==> src/fifo_pkg.sv <==
package fifo_pkg;

  // ------------------------------------------------
  // FIFO geometry
  // ------------------------------------------------

  // Number of entries in the flop array
  localparam int depth = 8;
  // Payload width
  localparam int data_width = 8;
  // Enough bits to index 0 to depth-1
  localparam int addr_width = 3;
  // Enough bits to hold 0 to depth
  localparam int count_width = 4;

  // Widths with a meaning
  typedef logic [data_width-1:0]  fifo_data_t;
  typedef logic [addr_width-1:0]  fifo_addr_t;
  typedef logic [count_width-1:0] fifo_count_t;

  // Write request into the flop array, 12 bits
  typedef struct packed {
    logic       valid;
    fifo_addr_t addr;
    fifo_data_t data;
  } fifo_ram_wr_t;

  // Read request into the flop array, 4 bits
  typedef struct packed {
    logic       valid;
    fifo_addr_t addr;
  } fifo_ram_rd_t;

endpackage

==> src/fifo_flop_ram.sv <==
`timescale 1ns/1ns

module fifo_flop_ram (
  input  logic                   clk,
  input  logic                   rst_n,

  // Registered write port
  input  fifo_pkg::fifo_ram_wr_t ram_wr,

  // Combinational read port
  input  fifo_pkg::fifo_ram_rd_t ram_rd,
  output fifo_pkg::fifo_data_t   ram_rd_data
);

  // ------------------------------------------------
  // Storage
  // ------------------------------------------------

  // One flop row per entry
  fifo_pkg::fifo_data_t mem [fifo_pkg::depth];

  // Rows cleared on reset and one row written per edge
  always_ff @(posedge clk or negedge rst_n) begin
    if (!rst_n) begin
      for (int i = 0; i < fifo_pkg::depth; i++) begin
        mem[i] <= '0;
      end
    end else if (ram_wr.valid) begin
      mem[ram_wr.addr] <= ram_wr.data;
    end
  end

  // ------------------------------------------------
  // Read
  // ------------------------------------------------

  // Zero latency with data following the address in the same cycle
  assign ram_rd_data = mem[ram_rd.addr];

  // ------------------------------------------------
  // Checks
  // ------------------------------------------------

  // Head being read and slot being written never coincide
  no_rd_wr_collision_a : assert property (
    @(posedge clk) disable iff (!rst_n)
    (ram_wr.valid && ram_rd.valid) |-> (ram_wr.addr != ram_rd.addr)
  );

endmodule

==> src/fifo_push_ctrl.sv <==
`timescale 1ns/1ns

module fifo_push_ctrl (
  input  logic                   clk,
  input  logic                   rst_n,

  // Push port
  input  logic                   push_valid,
  input  fifo_pkg::fifo_data_t   push_data,
  output logic                   push_ready,

  // Push side status
  output logic                   full,
  output fifo_pkg::fifo_count_t  slots,

  // Bypass path toward the pop controller
  input  logic                   bypass_ready,
  output logic                   bypass_valid,
  output fifo_pkg::fifo_data_t   bypass_data,

  // Write port of the flop array
  output fifo_pkg::fifo_ram_wr_t ram_wr,

  // Handshakes with the pop controller
  output logic                   ram_push,
  input  logic                   ram_pop
);

  // ------------------------------------------------
  // Flow control
  // ------------------------------------------------

  logic                  push;
  fifo_pkg::fifo_addr_t  wr_addr;
  fifo_pkg::fifo_count_t slots_next;

  // Ready straight off the registered flag
  assign push_ready = !full;
  assign push       = push_valid && push_ready;

  // Offer every push to the pop side
  assign bypass_valid = push_valid;
  assign bypass_data  = push_data;

  // Only pushes the pop side did not take land in the array
  assign ram_push = push && !bypass_ready;

  // ------------------------------------------------
  // Write address
  // ------------------------------------------------

  // Wraps at depth-1
  always_ff @(posedge clk or negedge rst_n) begin
    if (!rst_n) begin
      wr_addr <= '0;
    end else if (ram_push) begin
      if (wr_addr == fifo_pkg::fifo_addr_t'(fifo_pkg::depth - 1)) begin
        wr_addr <= '0;
      end else begin
        wr_addr <= wr_addr + 1'b1;
      end
    end
  end

  // Write request takes its data straight from the push port
  assign ram_wr = '{valid: ram_push, addr: wr_addr, data: push_data};

  // ------------------------------------------------
  // Slot count and full flag
  // ------------------------------------------------

  // Push alone takes a slot and pop alone frees one
  always_comb begin
    slots_next = slots;
    if (ram_push && !ram_pop) begin
      slots_next = slots - 1'b1;
    end else if (!ram_push && ram_pop) begin
      slots_next = slots + 1'b1;
    end
  end

  // Both update on the same edge as the pop side counts
  always_ff @(posedge clk or negedge rst_n) begin
    if (!rst_n) begin
      slots <= fifo_pkg::fifo_count_t'(fifo_pkg::depth);
      full  <= 1'b0;
    end else if (ram_push || ram_pop) begin
      slots <= slots_next;
      // Full from the next count so ready drops right on the last write
      full  <= (slots_next == '0);
    end
  end

  // ------------------------------------------------
  // Checks
  // ------------------------------------------------

  // Nothing may be written once the slot count reaches zero
  no_ram_push_when_full_a : assert property (
    @(posedge clk) disable iff (!rst_n)
    (slots == '0) |-> !ram_push
  );

  // Pops from the other side can never free more than depth
  slots_in_range_a : assert property (
    @(posedge clk) disable iff (!rst_n)
    slots <= fifo_pkg::depth
  );

endmodule

==> src/fifo_pop_ctrl.sv <==
`timescale 1ns/1ns

module fifo_pop_ctrl (
  input  logic                   clk,
  input  logic                   rst_n,

  // Pop port
  input  logic                   pop_ready,
  output logic                   pop_valid,
  output fifo_pkg::fifo_data_t   pop_data,

  // Bypass path from the push controller
  output logic                   bypass_ready,
  input  logic                   bypass_valid,
  input  fifo_pkg::fifo_data_t   bypass_data,

  // Read port of the flop array
  output fifo_pkg::fifo_ram_rd_t ram_rd,
  input  fifo_pkg::fifo_data_t   ram_rd_data,

  // Handshakes with the push controller
  input  logic                   ram_push,
  output logic                   ram_pop,

  // Pop side status
  output logic                   empty,
  output fifo_pkg::fifo_count_t  items
);

  // ------------------------------------------------
  // Flow control
  // ------------------------------------------------

  logic                  pop;
  fifo_pkg::fifo_addr_t  rd_addr;
  fifo_pkg::fifo_count_t items_next;

  assign pop = pop_valid && pop_ready;

  // Take pushes directly only with nothing stored
  assign bypass_ready = empty && pop_ready;

  // Stored head or a push passing through
  assign pop_valid = !empty || bypass_valid;
  assign pop_data  = empty ? bypass_data : ram_rd_data;

  // Anything popped while not empty comes from the array
  assign ram_pop = pop && !empty;

  // ------------------------------------------------
  // Read address
  // ------------------------------------------------

  // Same wrap as the write side
  always_ff @(posedge clk or negedge rst_n) begin
    if (!rst_n) begin
      rd_addr <= '0;
    end else if (ram_pop) begin
      if (rd_addr == fifo_pkg::fifo_addr_t'(fifo_pkg::depth - 1)) begin
        rd_addr <= '0;
      end else begin
        rd_addr <= rd_addr + 1'b1;
      end
    end
  end

  // Combinational read keeps the head on ram_rd_data
  assign ram_rd = '{valid: ram_pop, addr: rd_addr};

  // ------------------------------------------------
  // Item count and empty flag
  // ------------------------------------------------

  // Simultaneous push and pop leave the count alone
  always_comb begin
    items_next = items;
    if (ram_push && !ram_pop) begin
      items_next = items + 1'b1;
    end else if (!ram_push && ram_pop) begin
      items_next = items - 1'b1;
    end
  end

  always_ff @(posedge clk or negedge rst_n) begin
    if (!rst_n) begin
      items <= '0;
      empty <= 1'b1;
    end else if (ram_push || ram_pop) begin
      items <= items_next;
      empty <= (items_next == '0);
    end
  end

  // ------------------------------------------------
  // Checks
  // ------------------------------------------------

  items_in_range_a : assert property (
    @(posedge clk) disable iff (!rst_n)
    items <= fifo_pkg::depth
  );

  // Two separate registers must agree
  empty_matches_items_a : assert property (
    @(posedge clk) disable iff (!rst_n)
    empty == (items == '0)
  );

  // Push side must stop writing once the array holds depth items
  no_ram_push_when_all_items_a : assert property (
    @(posedge clk) disable iff (!rst_n)
    (items == fifo_pkg::fifo_count_t'(fifo_pkg::depth)) |-> !ram_push
  );

  // A push taken through bypass never lands in the array
  no_ram_push_on_bypass_a : assert property (
    @(posedge clk) disable iff (!rst_n)
    bypass_ready |-> !ram_push
  );

endmodule

==> src/fifo_flops.sv <==
`timescale 1ns/1ns

module fifo_flops (
  input  logic                  clk,
  input  logic                  rst_n,

  // Push port
  input  logic                  push_valid,
  input  fifo_pkg::fifo_data_t  push_data,
  output logic                  push_ready,

  // Push side status
  output logic                  full,
  output fifo_pkg::fifo_count_t slots,

  // Pop port
  input  logic                  pop_ready,
  output logic                  pop_valid,
  output fifo_pkg::fifo_data_t  pop_data,

  // Pop side status
  output logic                  empty,
  output fifo_pkg::fifo_count_t items
);

  // ------------------------------------------------
  // Internal wiring
  // ------------------------------------------------

  // Array ports
  fifo_pkg::fifo_ram_wr_t ram_wr;
  fifo_pkg::fifo_ram_rd_t ram_rd;
  fifo_pkg::fifo_data_t   ram_rd_data;

  // Controller handshakes
  logic ram_push;
  logic ram_pop;

  // Bypass path
  logic                 bypass_ready;
  logic                 bypass_valid;
  fifo_pkg::fifo_data_t bypass_data;

  // ------------------------------------------------
  // Instances
  // ------------------------------------------------

  fifo_push_ctrl i_fifo_push_ctrl (
    .clk          (clk),
    .rst_n        (rst_n),
    .push_valid   (push_valid),
    .push_data    (push_data),
    .push_ready   (push_ready),
    .full         (full),
    .slots        (slots),
    .bypass_ready (bypass_ready),
    .bypass_valid (bypass_valid),
    .bypass_data  (bypass_data),
    .ram_wr       (ram_wr),
    .ram_push     (ram_push),
    .ram_pop      (ram_pop)
  );

  fifo_pop_ctrl i_fifo_pop_ctrl (
    .clk          (clk),
    .rst_n        (rst_n),
    .pop_ready    (pop_ready),
    .pop_valid    (pop_valid),
    .pop_data     (pop_data),
    .bypass_ready (bypass_ready),
    .bypass_valid (bypass_valid),
    .bypass_data  (bypass_data),
    .ram_rd       (ram_rd),
    .ram_rd_data  (ram_rd_data),
    .ram_push     (ram_push),
    .ram_pop      (ram_pop),
    .empty        (empty),
    .items        (items)
  );

  // Shared storage between the two sides
  fifo_flop_ram i_fifo_flop_ram (
    .clk          (clk),
    .rst_n        (rst_n),
    .ram_wr       (ram_wr),
    .ram_rd       (ram_rd),
    .ram_rd_data  (ram_rd_data)
  );

endmodule

==> config.mk <==
export PLATFORM = sky130hd
export DESIGN_NAME = fifo_flops
export DESIGN_NICKNAME = d
export VERILOG_FILES = /design/src/fifo_pkg.sv /design/src/fifo_flop_ram.sv /design/src/fifo_push_ctrl.sv /design/src/fifo_pop_ctrl.sv /design/src/fifo_flops.sv
export SDC_FILE = /design/constraint.sdc
export NUM_CORES = 1
export LEC_CHECK = 0
export BUFFER_PORTS_ARGS = -buffer_cell sky130_fd_sc_hd__buf_2
export CAP_MARGIN = 20
export CORE_ASPECT_RATIO = 1.25
export CORE_MARGIN = 1
export CORE_UTILIZATION = 35
export CTS_CLUSTER_DIAMETER = 60
export DETAILED_ROUTE_END_ITERATION = 16
export SYNTH_ARGS = -nofsm -noshare
export SYNTH_HDL_FRONTEND = slang
export SYNTH_SLANG_ARGS = --single-unit
==> constraint.sdc <==
create_clock -name clk -period 2.2 [get_ports clk]
set_input_delay 0.44 -clock clk [delete_from_list [all_inputs] [get_ports clk]]
set_output_delay 0.44 -clock clk [all_outputs]
set_load 0.05 [all_outputs]
==> results by group, run 1 <==
Worst setup path
  – Worst Setup Start Kind: flip-flop
  – CP Class: reg2out
  – Worst-path fanout max: 6
  – CP arrival: 1.86 ns
  – Worst r2r dst: i_fifo_flop_ram.mem[20]
  – Critical path required time: 1.76 ns
  – R2R Path Start: i_fifo_push_ctrl.full
  – Setup slack, reg-to-reg: 0.35 ns
  – Cell depth of the worst flop-to-flop path: 4
  – Worst setup EP type: output port

GRT
  – Initial antenna violation count: 0
  – Total GRT Usage: 15.40%
  – Via count of the first global-routing pass: 2606
  – First-pass GRT wire length: 13830 µm
  – GRT overflow: 0
  – Largest net degree at the start of global routing: 37

CTS
  – H-Tree Depth: 3
  – Clock sink count: 80
  – TritonCTS buffer count: 9
  – TritonCTS clock tree: yes
  – Clk slew on worst S/H paths: 0.06 ns
  – Worst-skew pair later-pin latency: 0.33 ns
  – CTS Hold Buffers Added: 0
  – Clk root buf: clkbuf_16
  – Clk buf depth: 2

Timing
  – # setup viols final: 8
  – Clk_skew: 0.006655 ns
  – RSZ-0062 raised after global routing: yes
  – Final Cycle Share: 104.5%
  – Max Transition Viols Final: 0
  – Final Hold Violating Endpoints: 0
  – Final setup margin: -0.09815 ns
  – Final min period: 2.298 ns
  – Fmax: 0.4351 GHz
  – Max-slew headroom: 62.59%
  – Hold_ws: 0.06630 ns
  – Worst-margin pin slew: 0.5611 ns

Floorplan
  – Rows: 43
  – Die Area: 0.01176 mm²
  – DIE HEIGHT: 121 µm
  – Core footprint: 0.01108 mm²
  – Die X: 97.20 µm
  – Initial Util: 35.78%
  – I/O pins: 32

Final layout
  – Final nets: 352
  – Most frequent cells in the layout: dfrtp_1 (77), mux2_2 (63), nand2_1 (25)
  – Fillers: 1026
  – Commonest non-fill, non-tap cell in the layout: dfrtp_1
  – ANT cells: 0
  – Syn-to-layout area delta: 19.63%
  – Layout cells sized above 1: 47.77%
  – Final instance area: 0.004743 mm²

Pwr
  – IR drop worst, VDD: 775.9 µV
  – Static leakage: 2.096 nW
  – PwrDens: 1815 mW/mm²
  – Final Total Pwr: 8.611 mW

Synth
  – Cell Area, Synth: 0.003965 mm²
  – Seq/Total Area, Yosys: 50.55%
  – Synth Register Bits: 80
  – Syn_nets: 304
  – Cell variety after synth: 42
  – Syn_area_per_cell: 13.96 µm²
  – Synth Instances: 284
  – Syn. warnings: 0

Run status
  – Failing checks: negative setup slack
  – Status: finished with violations

Routing
  – Routed WL: 8251 µm
  – Routed Antenna Nets: 0
  – Routed via count: 2463
  – Wirelength per Cell: 17.48 µm
  – Drt pass-1 iters: 4
  – DRC violation count after routing: 0
  – Iter 0 DRT Violations: 77
  – Vias per std cell: 5.218

Job
  – Max_cap viols: 0

Placement
  – Post-DP HPWL: 5585 µm
  – IO buf count: 31
  – Dpl cell area: 0.004370 mm²
  – Routability cong.: 0.7854

Hold path
  – Class of the worst hold path: in2async
==> registers in the layout (all words and copies together) (netlist names) <==
name / flops
i_fifo_flop_ram.mem: 64
i_fifo_pop_ctrl.empty: 1
i_fifo_pop_ctrl.items: 4
i_fifo_pop_ctrl.rd_addr: 3
i_fifo_push_ctrl.full: 1
i_fifo_push_ctrl.slots: 4
i_fifo_push_ctrl.wr_addr: 3
==> cells in the mapped netlist <==
cell type | count | share of area (%)
nand3_1 | 4 | 0.50
mux2_2 | 63 | 18
a32oi_1 | 2 | 0.44
o32ai_1 | 1 | 0.22
o31ai_1 | 3 | 0.57
clkbuf_1 | 6 | 0.57
nor4b_4 | 2 | 1.2
nor3_1 | 2 | 0.25
nor3_4 | 1 | 0.41
o22ai_1 | 2 | 0.32
nor2b_1 | 1 | 0.16
dfrtp_1 | 78 | 49
nand3_2 | 1 | 0.25
buf_2 | 4 | 0.50
buf_6 | 1 | 0.28
mux2_1 | 1 | 0.28
o41ai_2 | 1 | 0.41
a211oi_1 | 1 | 0.19
a31oi_1 | 1 | 0.16
o21ai_0 | 10 | 1.3
xnor2_1 | 3 | 0.66
mux2i_1 | 8 | 2.0
a21o_1 | 2 | 0.38
xor2_1 | 3 | 0.66
a21oi_1 | 2 | 0.25
nand2_4 | 2 | 0.57
a21oi_4 | 1 | 0.41
nor2_1 | 5 | 0.47
nand3b_1 | 2 | 0.38
dfstp_2 | 2 | 1.3
o31a_1 | 1 | 0.22
ha_1 | 8 | 2.5
buf_4 | 2 | 0.38
nor2b_4 | 1 | 0.35
a221o_1 | 1 | 0.25
nand2_1 | 25 | 2.4
nand4b_2 | 2 | 0.76
inv_1 | 6 | 0.57
nand4_2 | 1 | 0.32
nand2b_1 | 4 | 0.63
or3_1 | 2 | 0.32
mux4_2 | 16 | 9.1
==> worst max path at each step <==
stage,startpoint,endpoint,depth (start not counted)
floorplan,i_fifo_pop_ctrl.empty,pop_data[6],4
global placement,i_fifo_pop_ctrl.rd_addr[0],pop_data[5],5
detailed placement,i_fifo_pop_ctrl.rd_addr[0],pop_data[5],5
CTS,i_fifo_pop_ctrl.rd_addr[0],pop_data[2],6
global route,i_fifo_pop_ctrl.rd_addr[0],pop_data[5],5
finish,i_fifo_pop_ctrl.rd_addr[0],pop_data[5],5
==> worst max-delay path, cell delays in order (launching register included) <==
cell	delay [ns]
dfrtp_2	0.43
buf_6	0.17
mux4_2	0.50
mux2i_1	0.17
o21ai_1	0.10
buf_6	0.16
==> through the flow <==
stage	instances	utilization [%]	worst slack, ns	setup TNS [ns]
6_report	472	42.80	-0.09815	-0.6027
5_1_grt	472	42.80	-0.1657	-1.182
4_1_cts	475	43.11	-0.1191	-0.7867
3_5_place_dp	455	39.43	0.2170	0
3_3_place_gp	455	39.43	0.2390	0
2_1_floorplan	284	-	-0.1304	-1.029
==> layout make-up <==
class                   count  area [µm²]  share of cell area (%)
flip-flops and latches     80        2006                   42.28
multi-input cells         185        1877                   39.57
repair buffers             50       370.4                   7.808
clock buffers              11       242.7                   5.117
well taps                 135       168.9                   3.561
clock inverters             5       56.30                   1.187
inverters                   6       22.52                  0.4748
==> metal layers <==
metal / GRT usage, % / vias to the layer above / wire (µm)
li1: - / 1149 / -
met1: 20.25 / 1263 / 3895
met2: 25.40 / 39 / 3976
met3: 2.419 / 12 / 218
met4: 6.437 / 0 / 161
met5: 0 / - / 0
==> cells by family after synthesis <==
family          count (synthesis)  synth area share, %
mux                            88                29.28
fa+ha+maj                       8                2.525
simple gates                   55                8.930
buf+inv                        19                2.303
compound gates                 28                5.081
xor+xnor                        6                1.326
flops                          80                50.55
==> report_power, final <==
group | internal [mW] | total (mW) | switching (mW) | leakage (nW)
sequential | 2.22 | 2.76 | 0.540 | 0.967
combinational | 2.01 | 4.36 | 2.35 | 0.984
clock | 0.908 | 1.50 | 0.588 | 0.145
==> what timing repair did <==
action,4_1_cts,5_1_grt
setup buffers,3,0
cloned,1,0
gates resized for setup,20,7
setup endpoints to repair,8,8
pin swaps,1,3
No activity file was read; power rests on OpenSTA's default activity.
==> run 2, diff against run 1 <==
CORE_MARGIN = 3   (was 1)
==> run 2 against run 1 <==
Effect of this change: the run still ends with negative setup slack left; utilization grew 1.0 points; clock skew is essentially flat; sequential power grew 1%; worst hold slack gained 0.39 ns; clock power is essentially flat; critical endpoint unchanged.
==> results by group, run 2 (synthesis gave the netlist of run 1 again) <==
Pwr
  – Clock power frac: 17.5% (about the same)
  – IR drop worst, VDD: 980.4 µV (+26%)
  – Psw: 3.488 mW (+0.38%)
  – Static leakage: 2.097 nW (about the same)
  – Comb pwr share: 50.0% (-0.6 points)
  – Seq pwr share: 32.5% (+0.5 points)
  – PwrDens: 1815 mW/mm² (about the same)
  – Switch share: 40.49% (+0.14 points)
  – Final Total Pwr: 8.613 mW (about the same)
  – Int Pwr: 5.125 mW (-0.22%)

CTS
  – TritonCTS clock tree: yes
  – H-Tree Depth: 3 (unchanged)
  – Clk root buf: clkbuf_16
  – Clk slew on worst S/H paths: 0.06 ns (about the same)
  – Postcts setup bufs: 0 (-3)
  – TritonCTS buffer count: 9 (unchanged)
  – Clock sink count: 80 (unchanged)
  – Worst-skew pair later-pin latency: 0.33 ns (about the same)
  – Clk buf depth: 2 (unchanged)

Worst setup path
  – Worst Path Buf+Inv: 2 (unchanged)
  – Critical path required time: 1.76 ns (about the same)
  – Worst-path fanout max: 6 (unchanged)
  – Worst path cell trace: clkbuf_16, mux4_2, mux2i_1, o21ai_1, buf_6
  – Worst Setup Start Kind: flip-flop
  – Top delay family on crit path: multiplexers
  – CP arrival: 1.84 ns (-0.02 ns)
  – Worst setup EP type: output port
  – CP Class: reg2out
  – CP max-delay cell: mux4_2
  – CP peak stage delay: 0.49 ns (about the same)

Timing
  – Final Hold Violating Endpoints: 0 (unchanged)
  – Final Cycle Share: 103.8% (-0.61 points)
  – Fmax: 0.4377 GHz (+0.59%)
  – Post-Route Setup TNS: -0.5137 ns (+0.08898 ns)
  – RSZ-0062 raised after global routing: yes
  – Max-slew headroom: 56.06% (-6.5 points)
  – Final setup margin: -0.08468 ns (+0.01347 ns)
  – Max Transition Viols Final: 0 (unchanged)
  – # setup viols final: 8 (unchanged)
  – Final min period: 2.285 ns (-0.01347 ns)
  – Clk_skew: 0.006453 ns (-0.0002016 ns)
  – Worst-margin pin slew: 0.6592 ns (+0.09802 ns)

Floorplan
  – DIE HEIGHT: 125 µm (+3.3%)
  – I/O pins: 32 (unchanged)
  – Die X: 101.2 µm (+4.1%)
  – Initial Util: 36.63% (+0.85 points)
  – Die Area: 0.01265 mm² (+7.6%)
  – Rows: 42 (-2.3%)
  – Core footprint: 0.01083 mm² (-2.3%)

Routing
  – Drt pass-1 iters: 4 (unchanged)
  – Vias per std cell: 5.221 (about the same)
  – DRC violation count after routing: 0 (unchanged)
  – Routed via count: 2433 (-1.2%)
  – Wirelength per Cell: 18.06 µm (+3.3%)
  – Routed Antenna Nets: 0 (unchanged)
  – Iter 0 DRT Violations: 61 (-21%)
  – Routed WL: 8416 µm (+2.0%)

GRT
  – First-pass GRT wire length: 13790 µm (-0.30%)
  – Total GRT Usage: 14.16% (-1.2 points)
  – Via count of the first global-routing pass: 2593 (-0.50%)
  – GRT overflow: 0 (unchanged)
  – Initial antenna violation count: 0 (unchanged)
  – Largest net degree at the start of global routing: 45 (+22%)

Placement
  – Routability cong.: 0.7714 (-1.8%)
  – IO buf count: 31 (unchanged)
  – Post-DP HPWL: 5447 µm (-2.5%)

Final layout
  – Syn-to-layout area delta: 19.66% (about the same)
  – Top Registers: i_fifo_flop_ram.mem: 64 flops, i_fifo_pop_ctrl.items: 4 flops, i_fifo_push_ctrl.slots: 4 flops
  – Fillers: 1009 (-1.7%)
  – Most frequent cells in the layout: dfrtp_1 (77), mux2_2 (63), nand2_1 (25)
  – Commonest non-fill, non-tap cell in the layout: dfrtp_1
  – Layout cells sized above 1: 46.71% (-1.1 points)
  – Max FFs per register: 64 (unchanged)
  – Largest register by flop count: i_fifo_flop_ram.mem
  – Final nets: 349 (-0.85%)
  – ANT cells: 0 (unchanged)

Run status
  – Failing checks: negative setup slack
  – Status: finished with violations

Hold path
  – Class of the worst hold path: in2reg

Job
  – Max_cap viols: 0 (unchanged)
## run 2: path summary, 6_finish.rpt
check                           slack (ns)                        from                     endpoint  cells after the start
worst min-delay path                  0.46                push_data[6]      i_fifo_flop_ram.mem[30]                      2
max in group asynchronous             1.10                       rst_n    i_fifo_push_ctrl.slots[3]                      3
min in group asynchronous             0.54                       rst_n  i_fifo_push_ctrl.wr_addr[1]                      2
worst max-delay path                 -0.08  i_fifo_pop_ctrl.rd_addr[0]                  pop_data[5]                      5
worst max register to register        0.31       i_fifo_push_ctrl.full      i_fifo_flop_ram.mem[39]                      4
worst min register to register        0.48    i_fifo_pop_ctrl.items[3]     i_fifo_pop_ctrl.items[3]                      1
## run 2: through the flow
step / cell area, µm² / utilization (%) / setup slack, ns / hold WS, ns / std cells
floorplan: 3965 / - / -0.1304 / 0.1444 / 284
global placement: 4349 / 40.18 / 0.2483 / 0.3328 / 448
detailed placement: 4349 / 40.18 / 0.2180 / 0.3314 / 448
CTS: 4705 / 43.46 / -0.1177 / 0.4515 / 465
global route: 4745 / 43.83 / -0.1867 / 0.4653 / 466
finish: 4745 / 43.83 / -0.08468 / 0.4563 / 466
## run 2: layer usage
metal | vias to the layer above | share of wire (%) | track usage, % | wire (µm)
li1 | 1143 | - | - | -
met1 | 1237 | 46 | 18.31 | 3855
met3 | 8 | 2.7 | 3.120 | 230
met2 | 45 | 50 | 23.81 | 4223
met4 | 0 | 1.3 | 3.834 | 106
met5 | - | 0 | 0 | 0
## run 2: layout make-up
type                            count  area (µm²)  share of cell area [%]
Sequential cell                    80        2006                   42.27
Clock buffer                       10       239.0                   5.037
Timing Repair Buffer               47       376.6                   7.938
Clock inverter                      6       66.31                   1.398
Inverter                            6       22.52                  0.4747
Tap cell                          132       165.2                   3.481
Multi-Input combinational cell    185        1869                   39.40
## run 2: power by group through the flow
| stage | combinational, mW | clock (mW) | sequential [mW] |
|---|---|---|---|
| global placement | 3.98 | 0 | 2.78 |
| floorplan | 3.00 | 0 | 2.87 |
| finish | 4.31 | 1.51 | 2.80 |
| global route | 4.64 | 1.62 | 2.90 |
| CTS | 4.27 | 1.56 | 2.79 |
| detailed placement | 4.05 | 0 | 2.81 |
## run 2: timing repair
action | CTS | global route
endpoints found under the hold margin | 15 | 0
gates cloned | 0 | 1
setup endpoints to repair | 8 | 8
gates resized for setup | 13 | 6
hold buffers | 1 | 0
==> run 3, diff against run 2 <==
--- a/config.mk
+++ b/config.mk
@@ -11,5 +11,7 @@
 export CORE_MARGIN = 3
-export CORE_UTILIZATION = 35
+export CORE_UTILIZATION = 52
+export CTS_BUF_LIST = sky130_fd_sc_hd__clkbuf_8
 export CTS_CLUSTER_DIAMETER = 60
 export DETAILED_ROUTE_END_ITERATION = 16
+export PLACE_DENSITY = 0.71
 export SYNTH_ARGS = -nofsm -noshare
--- a/constraint.sdc
+++ b/constraint.sdc
@@ -3,2 +3,2 @@
 set_output_delay 0.44 -clock clk [all_outputs]
-set_load 0.05 [all_outputs]
+set_load 0.1 [all_outputs]
==> run 3 against run 2 <==
Effect of this change: the run still ends with negative setup slack left; clock skew up 0.0071 ns; sequential share of layout area down 1.0 points; die area down 31%; flip-flop and latch count unchanged; count of clock-buffer cells in the layout down 1; first-iteration DRC count up 95%; critical endpoint is now pop_data[7]; largest cell class is now multi-input gates.
==> results by group, run 3 (synthesis gave the netlist of run 1 again) <==
Hold path
  – Min-Delay Startpoint: push_data[6]
  – Class of the worst hold path: in2reg

GRT
  – Total GRT Usage: 20.16% (+6.0 points)
  – First-pass GRT wire length: 13680 µm (-0.81%)
  – Largest net degree at the start of global routing: 56 (+24%)
  – Via count of the first global-routing pass: 2705 (+4.3%)
  – Initial antenna violation count: 0 (unchanged)
  – GRT overflow: 0 (unchanged)

Timing
  – Final setup margin: -0.1521 ns (-0.06737 ns)
  – Final Hold Violating Endpoints: 0 (unchanged)
  – Max-slew headroom: 48.35% (-7.7 points)
  – Final min period: 2.352 ns (+0.06737 ns)
  – Fmax: 0.4252 GHz (-2.9%)
  – Final Cycle Share: 106.9% (+3.1 points)
  – Clk_skew: 0.01355 ns (+0.007100 ns)
  – RSZ-0062 raised after global routing: yes
  – Worst-margin pin slew: 0.7715 ns (+0.1123 ns)
  – Max Transition Viols Final: 0 (unchanged)
  – # setup viols final: 8 (unchanged)
  – Post-Route Setup TNS: -1.128 ns (-0.6147 ns)

CTS
  – TritonCTS buffer count: 9 (unchanged)
  – Clk slew on worst S/H paths: 0.08 ns (+0.02 ns)
  – Clock sink count: 80 (unchanged)
  – Clk buf depth: 2 (unchanged)
  – Worst-skew pair later-pin latency: 0.35 ns (+0.02 ns)
  – H-Tree Depth: 3 (unchanged)
  – Clk root buf: clkbuf_8
  – TritonCTS clock tree: yes

Worst setup path
  – CP max-delay cell: mux4_2
  – CP arrival: 1.91 ns (+0.07 ns)
  – Worst path cell trace: buf_12, mux4_2, mux2i_4, o21ai_4, buf_12
  – Worst setup EP type: output port
  – Worst Setup Start Kind: flip-flop
  – Critical path required time: 1.76 ns (about the same)
  – Worst-path fanout max: 9 (+3)
  – Crit. Startpoint: i_fifo_pop_ctrl.rd_addr[0]
  – CP peak stage delay: 0.54 ns (+0.05 ns)
  – CP Class: reg2out
  – R2R Path Start: i_fifo_pop_ctrl.empty
  – Most used cell, CP: buf_12

Floorplan
  – Rows: 34 (-19%)
  – Die X: 84.11 µm (-17%)
  – Core footprint: 0.007189 mm² (-34%)
  – Initial Util: 55.15% (+19 points)
  – DIE HEIGHT: 103.6 µm (-17%)
  – I/O pins: 32 (unchanged)
  – Die Area: 0.008716 mm² (-31%)

Routing
  – Routed via count: 2515 (+3.4%)
  – Drt pass-1 iters: 4 (unchanged)
  – Routed WL: 8270 µm (-1.7%)
  – Iter 0 DRT Violations: 119 (+95%)
  – Vias per std cell: 5.946 (+14%)
  – Routed Antenna Nets: 0 (unchanged)
  – DRC violation count after routing: 0 (unchanged)
  – Wirelength per Cell: 19.55 µm (+8.3%)

Final layout
  – Syn-to-layout area delta: 22.91%
  – Commonest non-fill, non-tap cell in the layout: dfrtp_1
  – Final nets: 348 (-0.29%)
  – Top Registers: i_fifo_flop_ram.mem: 64 flops, i_fifo_pop_ctrl.items: 4 flops, i_fifo_push_ctrl.slots: 4 flops
  – Layout cells sized above 1: 51.05% (+4.3 points)
  – Largest register by flop count: i_fifo_flop_ram.mem
  – Most frequent cells in the layout: dfrtp_1 (76), mux2_2 (63), nand2_1 (25)
  – ANT cells: 0 (unchanged)
  – Max FFs per register: 64 (unchanged)

Placement
  – IO buf count: 31 (unchanged)
  – Post-DP HPWL: 5324 µm (-2.3%)
  – Routability cong.: 0.8241 (+6.8%)

Run status
  – Status: finished with violations
  – Failing checks: negative setup slack

Job
  – Max_cap viols: 0 (unchanged)
-- run 3: timing repair --
| action | in CTS | in global routing |
|---|---|---|
| endpoints found under the hold margin | 17 | 0 |
| pin swaps | 2 | 1 |
| setup endpoints to repair | 8 | 9 |
| gates resized for setup | 42 | 8 |
| hold buffers | 1 | 0 |
| setup buffers | 1 | 0 |
-- run 3: cell type report --
| type | count | area, µm² |
|---|---|---|
| Tap cell | 90 | 112.6 |
| Sequential cell | 80 | 2011 |
| Fill cell | 518 | 2316 |
| Clock buffer | 9 | 123.9 |
| Multi-Input combinational cell | 185 | 2059 |
| Inverter | 6 | 22.52 |
| Timing Repair Buffer | 46 | 455.4 |
| Clock inverter | 7 | 88.84 |
-- run 3: metal layers --
metal  wire (µm)  track usage [%]  up-vias
li1            -                -     1146
met1        3537            25.85     1303
met2        4317            33.58       49
met3         239            3.495       17
met4         175            8.506        0
met5           0                0        -
-- run 3: per-stage QoR --
step	cells	hold slack (ns)	setup slack [ns]	utilization, %	cell area [µm²]
detailed placement	405	0.3765	-0.02365	61.49	4420
finish	423	0.4273	-0.1521	67.79	4873
global placement	405	0.3707	0.05639	61.49	4420
floorplan	284	0.1444	0.01213	-	4074
global route	423	0.4319	-0.2146	67.79	4873
CTS	423	0.4149	-0.2241	67.09	4823
-- run 3: worst paths after layout --
check / cells after the start / end / slack, ns
min in group asynchronous: 2 / i_fifo_push_ctrl.wr_addr[2] / 0.54
hold / removal: 2 / i_fifo_flop_ram.mem[30] / 0.43
max in group asynchronous: 3 / i_fifo_pop_ctrl.rd_addr[0] / 1.04
setup / recovery: 5 / pop_data[7] / -0.15
hold reg to reg: 1 / i_fifo_pop_ctrl.items[3] / 0.50
setup reg to reg: 4 / i_fifo_flop_ram.mem[31] / 0.12
-- run 3: critical path: cells and delay by family, from the launching register on --
family	cells	cell delay (ns)
mux	2	0.73
flops	1	0.42
compound gates	1	0.08
buf+inv	2	0.34
Power of run 3 is left out: the tool's default activity adds up to more than one toggle a clock period on the data nets, which glitch-free logic cannot reach.
